## src/hw/mem_sys_cfg.svh

```systemverilog
`ifndef MEM_SYS_CFG_SVH
`define MEM_SYS_CFG_SVH

// Datapath and SRAM bus widths
`define WORD_W 16
`define ADDR_W 16

// First instruction fetched after reset
`define RESET_PC 16'h0000

// SRAM strobes are active low
`define SRAM_STROBE_ON  1'b0
`define SRAM_STROBE_OFF 1'b1

`endif

```

## src/hw/cpu_isa_pkg.sv

```systemverilog
`include "mem_sys_cfg.svh"

package cpu_isa_pkg;

	//////////////////////////////
	// Instruction encoding
	//////////////////////////////

	// Unlisted codes execute as a nop
	typedef enum logic [3:0] {
		op_nop   = 4'h0,
		op_ldi   = 4'h1,
		op_load  = 4'h2,
		op_add   = 4'h3,
		op_store = 4'h4,
		op_jmp   = 4'h5,
		op_halt  = 4'h6
	} opcode_e;

	// Operand is an immediate or an absolute word address
	typedef struct packed {
		opcode_e     op;
		logic [11:0] operand;
	} instr_t;

	// Hand-off slot between fetch and execute
	typedef struct packed {
		logic               valid;
		logic [`ADDR_W-1:0] pc;
		instr_t             instr;
	} fetch_pkt_t;

endpackage

```

## src/hw/sram_bus_pkg.sv

```systemverilog
`include "mem_sys_cfg.svh"

package sram_bus_pkg;

	// Three states per access, grouped by requester
	typedef enum logic [3:0] {
		st_idle    = 4'h0,
		st_exe_rd1 = 4'h1,
		st_exe_rd2 = 4'h2,
		st_exe_rd3 = 4'h3,
		st_if_rd1  = 4'h4,
		st_if_rd2  = 4'h5,
		st_if_rd3  = 4'h6,
		st_wr1     = 4'h7,
		st_wr2     = 4'h8,
		st_wr3     = 4'h9
	} ctrl_state_e;

	// New request whenever tag differs from the last completed one
	typedef struct packed {
		logic               active;
		logic               write;
		logic               tag;
		logic [`ADDR_W-1:0] addr;
		logic [`WORD_W-1:0] wdata;
	} exe_req_t;

	// Pad side, the bidirectional buffer lives outside
	typedef struct packed {
		logic [`ADDR_W-1:0] addr;
		logic [`WORD_W-1:0] wdata;
		logic               drive;
		logic               en_n;
		logic               oe_n;
		logic               we_n;
	} sram_pins_t;

endpackage

```

## src/hw/acc_cpu_top.sv

```systemverilog
`timescale 1ns/10ps
`include "mem_sys_cfg.svh"

module acc_cpu_top (
	input  logic                     clk,
	input  logic                     rst,
	output sram_bus_pkg::sram_pins_t sram,
	input  logic [`WORD_W-1:0]       sram_rdata,
	output logic [`WORD_W-1:0]       acc,
	output logic                     retire,
	output logic [`ADDR_W-1:0]       retire_pc,
	output logic                     halted
);

	logic                    if_req;
	logic [`ADDR_W-1:0]      if_addr;
	logic                    if_done;
	logic [`WORD_W-1:0]      if_rdata;
	cpu_isa_pkg::fetch_pkt_t pkt;
	logic                    stall;
	logic                    redirect;
	logic [`ADDR_W-1:0]      redirect_pc;
	sram_bus_pkg::exe_req_t  exe_req;
	logic                    exe_done;
	logic [`WORD_W-1:0]      exe_rdata;

	fetch_stage u_fetch (
		.clk(clk), .rst(rst),
		.if_req(if_req), .if_addr(if_addr), .if_done(if_done), .if_rdata(if_rdata),
		.pkt(pkt), .stall(stall), .redirect(redirect), .redirect_pc(redirect_pc)
	);

	exec_stage u_exec (
		.clk(clk), .rst(rst),
		.pkt(pkt), .stall(stall), .redirect(redirect), .redirect_pc(redirect_pc),
		.exe_req(exe_req), .exe_done(exe_done), .exe_rdata(exe_rdata),
		.acc(acc), .retire(retire), .retire_pc(retire_pc), .halted(halted)
	);

	sram_ctrl u_ctrl (
		.clk(clk), .rst(rst),
		.if_req(if_req), .if_addr(if_addr), .if_done(if_done), .if_rdata(if_rdata),
		.exe_req(exe_req), .exe_done(exe_done), .exe_rdata(exe_rdata),
		.sram(sram), .sram_rdata(sram_rdata)
	);

endmodule

```

## src/hw/exec_stage.sv

```systemverilog
`timescale 1ns/10ps
`include "mem_sys_cfg.svh"

module exec_stage (
	input  logic                    clk,
	input  logic                    rst,
	input  cpu_isa_pkg::fetch_pkt_t pkt,
	output logic                    stall,
	output logic                    redirect,
	output logic [`ADDR_W-1:0]      redirect_pc,
	output sram_bus_pkg::exe_req_t  exe_req,
	input  logic                    exe_done,
	input  logic [`WORD_W-1:0]      exe_rdata,
	output logic [`WORD_W-1:0]      acc,
	output logic                    retire,
	output logic [`ADDR_W-1:0]      retire_pc,
	output logic                    halted
);

	typedef enum logic [1:0] {
		ex_ready = 2'd0,
		ex_mem   = 2'd1,
		ex_halt  = 2'd2
	} exec_state_e;

	exec_state_e          state;
	cpu_isa_pkg::opcode_e op;
	logic                 take;
	logic                 mem_op;
	logic [`ADDR_W-1:0]   operand_ext;

	assign op          = pkt.instr.op;
	assign operand_ext = `ADDR_W'(pkt.instr.operand);
	assign mem_op      = (op == cpu_isa_pkg::op_load) || (op == cpu_isa_pkg::op_add) ||
	                     (op == cpu_isa_pkg::op_store);

	// Packet in the cycle after a jump is the wrong path
	assign take = (state == ex_ready) && pkt.valid && !redirect;

	// Memory ops and halt keep their packet in the slot
	assign stall = (state == ex_halt) || ((state == ex_mem) && !exe_done) ||
	               (take && (mem_op || (op == cpu_isa_pkg::op_halt)));

	assign halted = (state == ex_halt);

	always_ff @(posedge clk) begin
		if (!rst) begin
			state          <= ex_ready;
			acc            <= '0;
			retire         <= 1'b0;
			redirect       <= 1'b0;
			exe_req.active <= 1'b0;
			exe_req.tag    <= 1'b0;
		end else begin
			retire   <= 1'b0;
			redirect <= 1'b0;
			case (state)
				ex_ready: begin
					if (take) begin
						retire_pc <= pkt.pc;
						case (op)
							cpu_isa_pkg::op_ldi: begin
								acc    <= operand_ext;
								retire <= 1'b1;
							end
							cpu_isa_pkg::op_load, cpu_isa_pkg::op_add, cpu_isa_pkg::op_store: begin
								exe_req.active <= 1'b1;
								exe_req.tag    <= ~exe_req.tag;
								exe_req.write  <= (op == cpu_isa_pkg::op_store);
								exe_req.addr   <= operand_ext;
								exe_req.wdata  <= acc;
								state          <= ex_mem;
							end
							cpu_isa_pkg::op_jmp: begin
								redirect    <= 1'b1;
								redirect_pc <= operand_ext;
								retire      <= 1'b1;
							end
							cpu_isa_pkg::op_halt: begin
								state  <= ex_halt;
								retire <= 1'b1;
							end
							default: retire <= 1'b1;
						endcase
					end
				end
				ex_mem: begin
					// Slot still holds the memory instruction
					if (exe_done) begin
						exe_req.active <= 1'b0;
						retire         <= 1'b1;
						state          <= ex_ready;
						if (op == cpu_isa_pkg::op_load)
							acc <= exe_rdata;
						else if (op == cpu_isa_pkg::op_add)
							acc <= acc + exe_rdata;
					end
				end
				default: state <= ex_halt;
			endcase
		end
	end

endmodule

```

## src/hw/fetch_stage.sv

```systemverilog
`timescale 1ns/10ps
`include "mem_sys_cfg.svh"

module fetch_stage (
	input  logic                    clk,
	input  logic                    rst,
	output logic                    if_req,
	output logic [`ADDR_W-1:0]      if_addr,
	input  logic                    if_done,
	input  logic [`WORD_W-1:0]      if_rdata,
	output cpu_isa_pkg::fetch_pkt_t pkt,
	input  logic                    stall,
	input  logic                    redirect,
	input  logic [`ADDR_W-1:0]      redirect_pc
);

	logic               run;
	logic [`ADDR_W-1:0] pc;
	logic               halt_held;
	logic               capture;

	// A held halt never leaves the slot, so stop touching the SRAM
	assign halt_held = pkt.valid && (pkt.instr.op == cpu_isa_pkg::op_halt);

	assign if_addr = pc;
	assign if_req  = run && !halt_held;

	// Slot is empty or execute takes it this cycle
	assign capture = if_req && if_done && (!pkt.valid || !stall);

	always_ff @(posedge clk) begin
		if (!rst) begin
			run       <= 1'b0;
			pc        <= `RESET_PC;
			pkt.valid <= 1'b0;
		end else begin
			run <= 1'b1;
			if (redirect) begin
				// Wrong-path word in the slot is dropped
				pc        <= redirect_pc;
				pkt.valid <= 1'b0;
			end else if (capture) begin
				pc        <= pc + `ADDR_W'(1);
				pkt.valid <= 1'b1;
				pkt.pc    <= pc;
				pkt.instr <= cpu_isa_pkg::instr_t'(if_rdata);
			end else if (!stall) begin
				pkt.valid <= 1'b0;
			end
		end
	end

endmodule

```

## src/hw/sram_ctrl.sv

```systemverilog
`timescale 1ns/10ps
`include "mem_sys_cfg.svh"

module sram_ctrl (
	input  logic                     clk,
	input  logic                     rst,
	input  logic                     if_req,
	input  logic [`ADDR_W-1:0]       if_addr,
	output logic                     if_done,
	output logic [`WORD_W-1:0]       if_rdata,
	input  sram_bus_pkg::exe_req_t   exe_req,
	output logic                     exe_done,
	output logic [`WORD_W-1:0]       exe_rdata,
	output sram_bus_pkg::sram_pins_t sram,
	input  logic [`WORD_W-1:0]       sram_rdata
);

	sram_bus_pkg::ctrl_state_e state;

	logic [`ADDR_W-1:0] held_addr;
	logic               held_valid;
	logic               done_tag;
	logic               exe_pend;
	logic               if_cycle;
	logic               rd_strobe;
	logic               wr_cycle;

	//////////////////////////////
	// Completion flags
	//////////////////////////////

	// Word at held_addr is still in if_rdata
	assign if_done  = held_valid && (held_addr == if_addr);
	assign exe_done = (done_tag == exe_req.tag);
	assign exe_pend = exe_req.active && !exe_done;

	//////////////////////////////
	// Access sequencer
	//////////////////////////////

	always_ff @(posedge clk) begin
		if (!rst) begin
			state      <= sram_bus_pkg::st_idle;
			held_addr  <= {`ADDR_W{1'b1}};
			held_valid <= 1'b0;
			done_tag   <= 1'b0;
		end else begin
			case (state)
				sram_bus_pkg::st_idle: begin
					// Execute wins over fetch
					if (exe_pend)
						state <= exe_req.write ? sram_bus_pkg::st_wr1 : sram_bus_pkg::st_exe_rd1;
					else if (if_req && !if_done)
						state <= sram_bus_pkg::st_if_rd1;
				end
				sram_bus_pkg::st_exe_rd1: state <= sram_bus_pkg::st_exe_rd2;
				sram_bus_pkg::st_exe_rd2: state <= sram_bus_pkg::st_exe_rd3;
				sram_bus_pkg::st_exe_rd3: begin
					exe_rdata <= sram_rdata;
					done_tag  <= exe_req.tag;
					state     <= sram_bus_pkg::st_idle;
				end
				sram_bus_pkg::st_if_rd1: begin
					held_valid <= 1'b0;
					state      <= sram_bus_pkg::st_if_rd2;
				end
				sram_bus_pkg::st_if_rd2: state <= sram_bus_pkg::st_if_rd3;
				sram_bus_pkg::st_if_rd3: begin
					if_rdata   <= sram_rdata;
					held_addr  <= if_addr;
					held_valid <= 1'b1;
					state      <= sram_bus_pkg::st_idle;
				end
				sram_bus_pkg::st_wr1: state <= sram_bus_pkg::st_wr2;
				sram_bus_pkg::st_wr2: state <= sram_bus_pkg::st_wr3;
				sram_bus_pkg::st_wr3: begin
					done_tag <= exe_req.tag;
					// Store over the held instruction makes it stale
					if (held_addr == exe_req.addr)
						held_valid <= 1'b0;
					state <= sram_bus_pkg::st_idle;
				end
				default: state <= sram_bus_pkg::st_idle;
			endcase
		end
	end

	//////////////////////////////
	// Pin decode
	//////////////////////////////

	assign if_cycle  = (state == sram_bus_pkg::st_if_rd1) || (state == sram_bus_pkg::st_if_rd2) ||
	                   (state == sram_bus_pkg::st_if_rd3);
	assign rd_strobe = (state == sram_bus_pkg::st_exe_rd2) || (state == sram_bus_pkg::st_exe_rd3) ||
	                   (state == sram_bus_pkg::st_if_rd2) || (state == sram_bus_pkg::st_if_rd3);
	assign wr_cycle  = (state == sram_bus_pkg::st_wr1) || (state == sram_bus_pkg::st_wr2) ||
	                   (state == sram_bus_pkg::st_wr3);

	always_comb begin
		// A fetch already under way keeps its own address
		sram.addr  = (exe_req.active && !if_cycle) ? exe_req.addr : if_addr;
		sram.wdata = exe_req.wdata;
		sram.drive = wr_cycle;
		sram.en_n  = (state == sram_bus_pkg::st_idle) ? `SRAM_STROBE_OFF : `SRAM_STROBE_ON;
		sram.oe_n  = rd_strobe ? `SRAM_STROBE_ON : `SRAM_STROBE_OFF;
		sram.we_n  = (state == sram_bus_pkg::st_wr2) ? `SRAM_STROBE_ON : `SRAM_STROBE_OFF;
	end

endmodule

```

## config.mk

```make
export PLATFORM = sky130hd
export DESIGN_NAME = acc_cpu_top
export DESIGN_NICKNAME = d
export VERILOG_FILES = /design/src/hw/cpu_isa_pkg.sv /design/src/hw/sram_bus_pkg.sv /design/src/hw/acc_cpu_top.sv /design/src/hw/exec_stage.sv /design/src/hw/fetch_stage.sv /design/src/hw/sram_ctrl.sv
export VERILOG_INCLUDE_DIRS = /design/src /design/src/hw
export SDC_FILE = /design/constraint.sdc
export NUM_CORES = 1
export LEC_CHECK = 0
export BUFFER_PORTS_ARGS = -buffer_cell sky130_fd_sc_hd__buf_2
export CAP_MARGIN = 5
export CORE_MARGIN = 10
export CORE_UTILIZATION = 58
export DETAILED_ROUTE_END_ITERATION = 8
export PLACE_DENSITY_LB_ADDON = 0.2
export SETUP_SLACK_MARGIN = 0.15
export SYNTH_ARGS = -nofsm -noshare
export SYNTH_HDL_FRONTEND = slang
export SYNTH_SLANG_ARGS = --single-unit
```

## constraint.sdc

```tcl
create_clock -name clk -period 4.1 [get_ports clk]
set_input_delay 1.025 -clock clk [delete_from_list [all_inputs] [get_ports clk]]
set_output_delay 1.025 -clock clk [all_outputs]
set_load 0.01 [all_outputs]
```

# After elaboration in Yosys (flattened, before gate mapping)
# Cells that the tools add are included.
classes:
  eq_ne: 29
  reduce_logical: 51
  n_bitwise: 3
  mux: 34
  n_addsub: 2
op_table:
  columns: ["operator", "n"]
  rows:
  - ["two-way mux 16 bit", 8]
  - ["two-way mux 35 bit", 2]
  - ["one-hot mux 16 bit (2 select lines)", 1]
  - ["== test 4 x 3 -> 1 bit, second input constant", 7]
  - ["one-hot mux 4 bit (7 select lines)", 1]
  - ["adder 16 x 1 -> 16 bit, second input constant", 1]
  - ["adder 16 bit", 1]
  - ["== test 16 x 12 -> 1 bit", 1]
  - ["== test 16 bit", 1]
  - ["== test 4 x 2 -> 1 bit, second input constant", 4]
  - ["logical OR 1 bit", 13]
  - ["logical AND 1 bit", 12]
  - ["two-way mux 1 bit", 12]
  - ["AND reduction 3 bit", 4]
  - ["AND reduction 4 bit", 3]
  - ["== test 4 x 1 -> 1 bit, second input constant", 2]
  - ["== test 4 bit, second input constant", 2]
  - ["two-way mux 4 bit", 2]
  - ["one-hot mux 2 bit (2 select lines)", 2]
  - ["zero test 1 bit", 7]
  - ["!= test 2 x 1 -> 1 bit, second input constant", 3]
  - ["!= test 2 bit, second input constant", 3]
  - ["!= test 3 x 1 -> 1 bit, second input constant", 2]
  - ["AND reduction 2 bit", 3]
  - ["16 further kinds", 22]
word_totals:
  regBits: 183
  word_cells: 142

# Logic depth before layout (Yosys ltp)
# Gate-level depths: netlist of run 1.
logic_depth:
  depth_word: 11
  mapped_depth: 9
  ltp_nobuf: 9

# Cells and area by module
# A second synthesis of run 1 with hierarchy kept.
unflattened:
  cells_unflattened: 731
  area_unflattened_um2: 8493.1
modules_own_cells:
  columns: ["mod", "cells_each", "seq_area_each_um2", "n_inst", "area_per_inst_um2"]
  rows:
  - ["exec_stage", 327, 2152.1, 1, 3796.1]
  - ["sram_ctrl", 240, 1401.3, 1, 2670.1]
  - ["fetch_stage", 164, 1321.3, 1, 2026.9]

# Worst setup path before layout of run 1
# Ideal clock, no wire load.
synth_timing:
  path_kind: "input -> register"
  start: "input rst"
  end: "register, netlist name u_fetch.pkt[0]"
  slack_ns: 0.655
  path_stages: 4
  required_time_ns: 3.679
  setup_time_ns: 0.421
  t_arrival_ns: 3.024
  cell_sequence: "clkbuf_1 > clkbuf_1 > nand2_1 > nor2_1"
synth_between:
  elab_chain_cells: 1
synth_lines:
  columns: ["item", "line", "source"]
  rows:
  - ["start: declaration", "acc_cpu_top.sv:6", "input logic rst,"]
  - ["AND reduction 3 bit (no source line)", null, null]
# Every way passes these cells.
# A chain may end at the register's enable or synchronous reset.

==> qor.yml, run 1 <==
status: "complete, no violations"
die_h_um: 138
synthXorXnorAreaFrac_pct: 6.32
seq_area_um2: 4870
nNetsFinal: 786
vias_per_cell: 5.73
slew_violations: 0
syn_nets: 715
skew_ns: 0.00577
dominantRegCellSynth: "edfxtp_1"
final_area_um2: 9090
cpPeakStageDelay_ns: 0.57
synth_area_um2: 8040
power_switching_share_pct: 19.3
synth_enable_flop_cells: 121
n_fill_cell: 994
synth_top_family_by_area: "simple AND/OR/NAND/NOR gates"
dpl-instance-area_um2: 8480
clockBufferDepth: 2
routedWlPerCell_um: 18.7
synth_top_area_cell: "edfxtp_1"
power_density_nw_per_um2: 413
peakVddDrop_mv: 0.264
worstMarginPinSlew_ns: 1.08
p_leak_nw: 3.48
synth-simple-area-share_pct: 14.4
relSlewSlack_pct: 27.9
syn_inst: 680
hold_viol: 0
yosysTopAreaCellShare_pct: 45.2
synth_fa_ha_area_share_pct: 2.74
grt_overflow: 0
power_frac_comb_pct: 2.3
track_usage_pct: 19.0
post_cts_buffers: 0
critPathLaunchType: "register"
die_w_um: 138
ys_warn_count: 0
synth-seq-area-share_pct: 60.7
io_buffers: 87
period_share_pct: 76.2
multiInputGateArea_um2: 2820
p_switching_mw: 0.723
p_clk_share_pct: 44.8
cp_slowest_cell: "dfxtp_1"
drive_above_1_share_pct: 19.9
ys_ff_latch: 183
antenna_found_initial: 0
cts_buffers: 17
drc: 0
ctsHoldBuffers: 0
endpoint_kind: "primary output"
p_seq_share_pct: 52.9
start_util_pct: 60.0
num_rows: 42
hp-class: "register to register"
final_common_cell: "edfxtp_1"
setup_viol: 0
cts.sinks: 183
cp_top_family: "flip-flops"
cp_cell_sequence: "a21oi_1 > a21boi_1 > buf_4 > mux2_2 > buf_2"
clk_latency_ns: 0.43
drt_iter0_markers: 513
dr.pass1.iters: 4
clk_pin_slew_ns: 0.06
die_area_um2: 19000
dpl.hpwl_mm: 12.1
htree_levels: 4
cts_tree: "built"
critical_path_arrival_ns: 2.10
crit_required_ns: 3.07
crit_buf_inv: 2
min_period_ns: 3.13
worstPathMaxFanout: 16
gp_congestion: 0.901
num_vias: 5386
timing.setup.tns_ns: 0
rsz0062_at_grt: "false"
postCtsResizedCells: 0
grt_pass1_wl_mm: 28.1
grt_max_degree: 45
internal_power_mw: 3.03
synth_compound_area_share_pct: 9.51
clockRootBuffer: "clkbuf_16"
io_pins: 88
n_antenna_cell: 0
grt_pass1_vias: 5488
async_flop_share_pct: 0
fp.coreArea_um2: 13400
synth_cell_types: 64
layout_common_cells: "edfxtp_1 (121), buf_2 (87), nand2_1 (73), dfxtp_1 (62), xor2_1 (46)"
synthMuxAreaShare_pct: 1.93
wl_mm: 17.5
worstSetupPathType: "register to primary output"
drv_cap: 0
syn_area_per_cell_um2: 11.8
synth.area.top_cells: "edfxtp_1 (45%), dfxtp_1 (15%), xor2_1 (5.0%), nand2_1 (3.4%), a21oi_1 (2.6%)"
area_growth_pct: 13.1
ant_nets: 0
timing.fmax_ghz: 0.320
-- sequential cells by signal (all words and copies together), names as in the netlist --
| register | cells |
|---|---|
| u_exec.retire | 1 |
| u_fetch.if_addr | 16 |
| u_ctrl.held_addr | 16 |
| u_ctrl.if_rdata | 16 |
| u_exec.retire_pc | 16 |
| u_ctrl.held_valid | 1 |
| u_exec.exe_req | 31 |
| u_ctrl.state | 4 |
| u_ctrl.exe_rdata | 16 |
| u_exec.state | 2 |
| u_exec.redirect_pc | 12 |
| u_ctrl.done_tag | 1 |
| u_exec.acc | 16 |
| u_exec.redirect | 1 |
| u_fetch.run | 1 |
| u_fetch.pkt | 33 |
-- power groups by stage --
stage          sequential, mW  combinational, mW  clock, mW
6_report                 1.98             0.0856       1.68
5_1_grt                  1.98             0.0970       1.77
4_1_cts                  1.98             0.0858       1.70
3_5_place_dp             2.02             0.0853          0
3_3_place_gp             2.02             0.0835          0
2_1_floorplan            2.01             0.0642          0
-- per-layer routing --
| layer | track usage, % | wire, um | share of wire (%) | vias to the layer above |
|---|---|---|---|---|
| met2 | 31.4 | 8630 | 49 | 157 |
| met3 | 4.88 | 980 | 5.6 | 36 |
| met5 | 0 | 0 | 0 | - |
| met1 | 23.1 | 7470 | 43 | 2591 |
| li1 | - | - | - | 2602 |
| met4 | 8.00 | 471 | 2.7 | 0 |
-- final timing paths --
kind                                     endpoint  cells past startpoint  slack [ns]                         start
setup / recovery                         sram[30]                      5        0.97  u_ctrl.state[1]$_SDFFE_PN0P_
hold / removal      u_exec.retire_pc[8]$_DFFE_PP_                      0        0.42     u_fetch.pkt[24]$_DFFE_PP_
setup reg to reg  u_fetch.if_addr[5]$_SDFFE_PN0P_                      7        1.28  u_exec.state[1]$_SDFFE_PN0P_
hold reg to reg     u_exec.retire_pc[8]$_DFFE_PP_                      0        0.42     u_fetch.pkt[24]$_DFFE_PP_
-- cell families after synthesis --
group / count (synthesis)
AO/OA/AOI/OAI: 120
XOR/XNOR: 58
adder cells (fa/ha/maj): 17
buffers and inverters: 57
flip-flops: 183
multiplexers: 14
AND/OR/NAND/NOR: 231
-- worst register-to-register path, stage by stage, from the launching register on --
cell,delay [ns]
dfxtp_1,0.47
and2b_2,0.42
nand2_1,0.15
o21ai_2,0.10
a2111oi_4,1.00
nand3_1,0.22
xor2_1,0.23
a21oi_1,0.09
-- per-stage QoR --
stage	hold slack [ns]	std cells	util (%)	power, mW	worst slack (ns)
after global routing	0.423	940	67.8	3.85	0.875
final	0.418	940	67.8	3.75	0.974
after detailed placement	0.405	908	63.3	2.11	1.32
after global placement	0.401	908	63.3	2.11	1.38
after CTS	0.419	940	67.8	3.77	0.967
after floorplan	0.400	680	-	2.07	0.655
-- layout make-up --
class                   instances  area share [%]
clock buffers                  22            5.00
clock inverters                10            1.67
inverters                      10           0.413
multi-input cells             440            31.1
flip-flops and latches        183            53.6
well taps                     176            2.42
repair buffers                 99            5.78
-- Yosys cell counts, types with 12 or more instances --
| library cell | number |
|---|---|
| xnor2_1 | 12 |
| ha_1 | 16 |
| edfxtp_1 | 121 |
| nand4_1 | 13 |
| nand2_1 | 73 |
| xor2_1 | 46 |
| nand3_1 | 33 |
| a21oi_1 | 42 |
| buf_4 | 17 |
| nor2_1 | 46 |
| mux2_2 | 12 |
| clkbuf_1 | 19 |
| dfxtp_1 | 62 |
| o21ai_0 | 29 |
Note: power is estimated with default switching activity, not from simulation.
==> run 2: changes to the inputs <==
==> constraint.sdc (replaced) <==
create_clock -name clk -period 3 [get_ports clk]
set_input_delay 0.75 -clock clk [delete_from_list [all_inputs] [get_ports clk]]
set_output_delay 0.75 -clock clk [all_outputs]
set_load 0.01 [all_outputs]
==> qor.yml, run 2 (synthesis gave the netlist of run 1 again) <==
layout_common_cells: "edfxtp_1 (121), buf_2 (87), nand2_1 (73), dfxtp_1 (59), xor2_1 (46)"
antenna_found_initial: 0
p_total_mw: 5.09
routedWlPerCell_um: 18.9
drt_iter0_markers: 497
area_growth_pct: 13.7
dpl.hpwl_mm: 12.1
drc: 0
cp_cell_sequence: "a21oi_1 > a21boi_1 > buf_4 > mux2_2 > buf_2"
n_fill_cell: 1001
critPathLaunchType: "register"
drive_above_1_share_pct: 21.5
num_vias: 5529
n_antenna_cell: 0
die_w_um: 138
io_buffers: 87
cp_slowest_cell: "dfxtp_2"
wl_mm: 17.8
fp.coreArea_um2: 13400
peakVddDrop_mv: 0.342
power_density_nw_per_um2: 557
endpoint_kind: "primary output"
clk_latency_ns: 0.43
min_period_ns: 2.77
vias_per_cell: 5.86
timing.fmax_ghz: 0.362
ant_nets: 0
worstMarginPinSlew_ns: 0.608
largest_reg_flops: 33
whs_ns: 0.414
crit_buf_inv: 2
critical_path_arrival_ns: 2.02
worstPathMaxFanout: 16
nNetsFinal: 790
cp_top_family: "flip-flops"
hp-class: "register to register"
cts_tree: "built"
cts_buffers: 17
fin_util_pct: 68.2
final_common_cell: "edfxtp_1"
hold_viol: 0
clockRootBuffer: "clkbuf_16"
cpPeakStageDelay_ns: 0.46
post_cts_buffers: 0
die_area_um2: 19000
top_register: "u_fetch.pkt"
p_leak_nw: 3.50
grt_pass1_wl_mm: 28.3
setup_viol: 0
start_util_pct: 60.0
gp_congestion: 0.995
period_share_pct: 92.2
num_rows: 42
grt_overflow: 0
io_pins: 88
reg_top3: "u_fetch.pkt: 33 flops, u_exec.exe_req: 31 flops"
track_usage_pct: 19.2
worstSetupPathType: "register to primary output"
crit_required_ns: 2.25
layout.cells.non_filler: 944
placed_cells: 912
slew_violations: 0
dr.pass1.iters: 5
timing.setup.tns_ns: 0
status: "complete, no violations"
grt_pass1_vias: 5462
rsz0062_at_grt: "false"
htree_levels: 4
clk_pin_slew_ns: 0.06
cts.sinks: 183
clockBufferDepth: 2
drv_cap: 0
die_h_um: 138
grt_max_degree: 45
skew_ns: 0.00625
relSlewSlack_pct: 59.4
-- run 2: cell types whose count changed in the layout (fill, tap and decap cells not counted), moves of 3 or more --
cell | before | now
clkbuf_1 | 4 | 1
dfxtp_2 | 0 | 3
dfxtp_1 | 62 | 59
buf_4 | 12 | 16
clkinv_4 | 0 | 3
-- run 2: timing repair --
item / in CTS / in global routing
cloned: 0 / 0
setup endpoints to repair: 12 / 15
gates resized for setup: 2 / 3
hold buffers: 0 / 0
-- run 2: where the power goes --
group / internal [mW] / leakage (nW) / switching, mW / total, mW
combinational: 0.0469 / 1.58 / 0.0720 / 0.119
sequential: 2.68 / 1.62 / 0.0284 / 2.71
clock: 1.35 / 0.296 / 0.908 / 2.26
total: 4.08 / 3.50 / 1.01 / 5.09
-- run 2: layer usage --
layer | part of all wire [%] | routed length [um] | GRT usage [%] | vias to the layer above
met1 | 41 | 7280 | 22.5 | 2669
met3 | 6.6 | 1180 | 4.95 | 39
met5 | 0 | 0 | 0 | -
met4 | 2.4 | 423 | 8.34 | 0
met2 | 50 | 8940 | 32.7 | 200
li1 | - | - | - | 2621
-- run 2: area by class of cell --
type	instances	area [um^2]	area share, %
Multi-Input combinational cell	440	2840	31.0
Timing Repair Buffer	103	556	6.08
Clock buffer	20	457	5.00
Sequential cell	183	4880	53.4
Tap cell	176	220	2.41
Inverter	10	37.5	0.411
Clock inverter	12	151	1.66
-- run 2: final timing paths --
kind | start | to | slack (ns) | depth (start not counted)
setup reg to reg | u_ctrl.exe_rdata[1]$_DFFE_PP_ | u_exec.acc[15]$_SDFFE_PN0P_ | 0.36 | 8
hold / removal | u_ctrl.if_rdata[14]$_DFFE_PP_ | u_fetch.pkt[14]$_DFFE_PP_ | 0.41 | 0
hold reg to reg | u_ctrl.if_rdata[14]$_DFFE_PP_ | u_fetch.pkt[14]$_DFFE_PP_ | 0.41 | 0
setup / recovery | u_ctrl.state[1]$_SDFFE_PN0P_ | sram[30] | 0.23 | 5
-- run 2: stage by stage --
stage          setup slack (ns)  cell area [um^2]
6_report                  0.235              9140
3_5_place_dp              0.219              8510
4_1_cts                   0.156              9120
2_1_floorplan             0.296              8050
5_1_grt                   0.167              9140
3_3_place_gp              0.297              8510
==> run 3: changes to the inputs <==
--- a/config.mk
+++ b/config.mk
@@ -9,7 +9,8 @@
 export BUFFER_PORTS_ARGS = -buffer_cell sky130_fd_sc_hd__buf_2
 export CAP_MARGIN = 5
 export CORE_MARGIN = 10
-export CORE_UTILIZATION = 58
+export CORE_UTILIZATION = 60
+export CTS_BUF_LIST = sky130_fd_sc_hd__clkbuf_8
 export DETAILED_ROUTE_END_ITERATION = 8
 export PLACE_DENSITY_LB_ADDON = 0.2
 export SETUP_SLACK_MARGIN = 0.15
==> qor.yml, run 3 (synthesis gave the netlist of run 1 again) <==
r2r_cells: 8
io_buffers: 87
top_register: "u_fetch.pkt"
dpl_worst_slack_ns: 0.203
power_density_nw_per_um2: 504
status: "complete, no violations"
dpl.hpwl_mm: 12.4
crit_required_ns: 2.25
routedWlPerCell_um: 18.9
hp-class: "register to register"
layout_common_cells: "edfxtp_1 (121), buf_2 (87), nand2_1 (73), dfxtp_1 (59), xor2_1 (46)"
fp.coreArea_um2: 13200
p_leak_nw: 3.43
io_pins: 88
crit_buf_inv: 2
grt_pass1_vias: 5414
nNetsFinal: 791
drc: 0
wl_mm: 17.8
endpoint_kind: "primary output"
worstMarginPinSlew_ns: 0.620
fin_util_pct: 68.0
num_vias: 5410
setup_viol: 0
gp_congestion: 0.918
slew_violations: 0
antenna_found_initial: 0
clk_pin_slew_ns: 0.08
min_period_ns: 2.76
grt_max_degree: 33
vias_per_cell: 5.72
cpPeakStageDelay_ns: 0.48
peakVddDrop_mv: 0.332
reg_top3: "u_fetch.pkt: 33 flops, u_exec.exe_req: 31 flops"
hold_depth: 0
p_total_mw: 4.52
reg2reg_to: "u_exec.acc[15]$_SDFFE_PN0P_"
area_growth_pct: 11.7
die_h_um: 136
r2r-start: "u_ctrl.exe_rdata[1]$_DFFE_PP_"
cts_tree: "built"
n_fill_cell: 997
final_area_um2: 8970
die_area_um2: 18400
cts.sinks: 183
worstSetupPathType: "register to primary output"
ant_nets: 0
dr.pass1.iters: 5
dpl-instance-area_um2: 8540
ctsHoldBuffers: 0
hold_viol: 0
grt_overflow: 0
drive_above_1_share_pct: 21.1
cp_slowest_cell: "dfxtp_2"
critPathLaunchType: "register"
track_usage_pct: 19.7
drt_iter0_markers: 494
cp_top_family: "flip-flops"
cp.depth: 5
clockRootBuffer: "clkbuf_8"
start_util_pct: 60.9
min-delay-start: "u_ctrl.if_rdata[12]$_DFFE_PP_"
timing.fmax_ghz: 0.363
n_antenna_cell: 0
timing.setup.tns_ns: 0
period_share_pct: 91.9
worstPathMaxFanout: 16
num_rows: 42
cts_buffers: 17
grt_pass1_wl_mm: 28.4
rsz0062_at_grt: "false"
critical_path_arrival_ns: 2.01
clk_latency_ns: 0.47
skew_ns: 0.00884
htree_levels: 4
final_common_cell: "edfxtp_1"
min_to: "u_fetch.pkt[12]$_DFFE_PP_"
setup_slack_ns: 0.243
die_w_um: 136
cp_cell_sequence: "a21oi_1 > a21boi_1 > buf_6 > mux2_2 > buf_2"
relSlewSlack_pct: 58.7
drv_cap: 0
largest_reg_flops: 33
worst-r2r-setup-slack_ns: 0.30
clockBufferDepth: 2
run 3: changes by cell type in the layout (fill, tap and decap cells not counted), moves of 2 or more:
cell / previous run / this run
buf_4: 16 / 14
clkinv_4: 3 / 1
clkbuf_16: 17 / 0
clkinv_1: 1 / 3
clkbuf_8: 2 / 20
clkinv_2: 4 / 2
buf_12: 0 / 2
inv_1: 9 / 12
run 3: timing repair:
| action | in CTS | in global routing |
|---|---|---|
| setup buffers | 0 | 0 |
| endpoints found under the setup margin | 12 | 15 |
| pin swaps | 0 | 0 |
| hold endpoints to repair | 0 | 0 |
| gates resized for setup | 2 | 4 |
run 3: worst max path at each step:
| stage | slack, ns | from | end |
|---|---|---|---|
| global placement | 0.23 | u_ctrl.exe_rdata[0]$_DFFE_PP_ | u_exec.acc[14]$_SDFFE_PN0P_ |
| finish | 0.24 | u_ctrl.state[1]$_SDFFE_PN0P_ | sram[24] |
| CTS | 0.16 | u_ctrl.exe_rdata[0]$_DFFE_PP_ | u_exec.acc[14]$_SDFFE_PN0P_ |
| floorplan | 0.30 | u_fetch.if_addr[7]$_SDFFE_PN0P_ | u_fetch.pkt[0]$_DFFE_PP_ |
| global route | 0.17 | u_ctrl.state[1]$_SDFFE_PN0P_ | sram[25] |
| detailed placement | 0.20 | u_ctrl.exe_rdata[0]$_DFFE_PP_ | u_exec.acc[14]$_SDFFE_PN0P_ |
run 3: report_power, final:
group | internal (mW) | switching (mW) | leakage [nW]
registers | 2.68 | 0.0287 | 1.62
clock network | 0.874 | 0.822 | 0.217
logic | 0.0478 | 0.0720 | 1.59
total | 3.60 | 0.922 | 3.43
run 3: area by class of cell:
type	instances	area [um^2]	share of cell area, %
Tap cell	176	220	2.45
Multi-Input combinational cell	440	2840	31.6
Sequential cell	183	4880	54.4
Timing Repair Buffer	104	592	6.60
Inverter	10	37.5	0.418
Clock inverter	12	135	1.51
Clock buffer	20	275	3.07
run 3: metrics by stage:
step | hold slack (ns) | instances
6_report | 0.424 | 945
5_1_grt | 0.428 | 945
4_1_cts | 0.424 | 945
3_5_place_dp | 0.405 | 913
3_3_place_gp | 0.401 | 913
2_1_floorplan | 0.400 | 680
run 3: routing by layer:
layer  GRT usage, %  part of all wire (%)  up-vias
met5              0                     0        -
met4           6.58                   1.5        0
met3           4.60                   5.5       21
met2           33.1                    49      166
met1           24.4                    44     2611
li1               -                     -     2612
run 3: worst reg2reg max path: stages, from the launching register on:
cell      delay [ns]
edfxtp_1        0.44
ha_1            0.32
a211oi_1        0.32
o211ai_1        0.22
a311oi_1        0.47
o221ai_1        0.18
a21o_1          0.22
a21boi_0        0.12
o31a_1          0.30
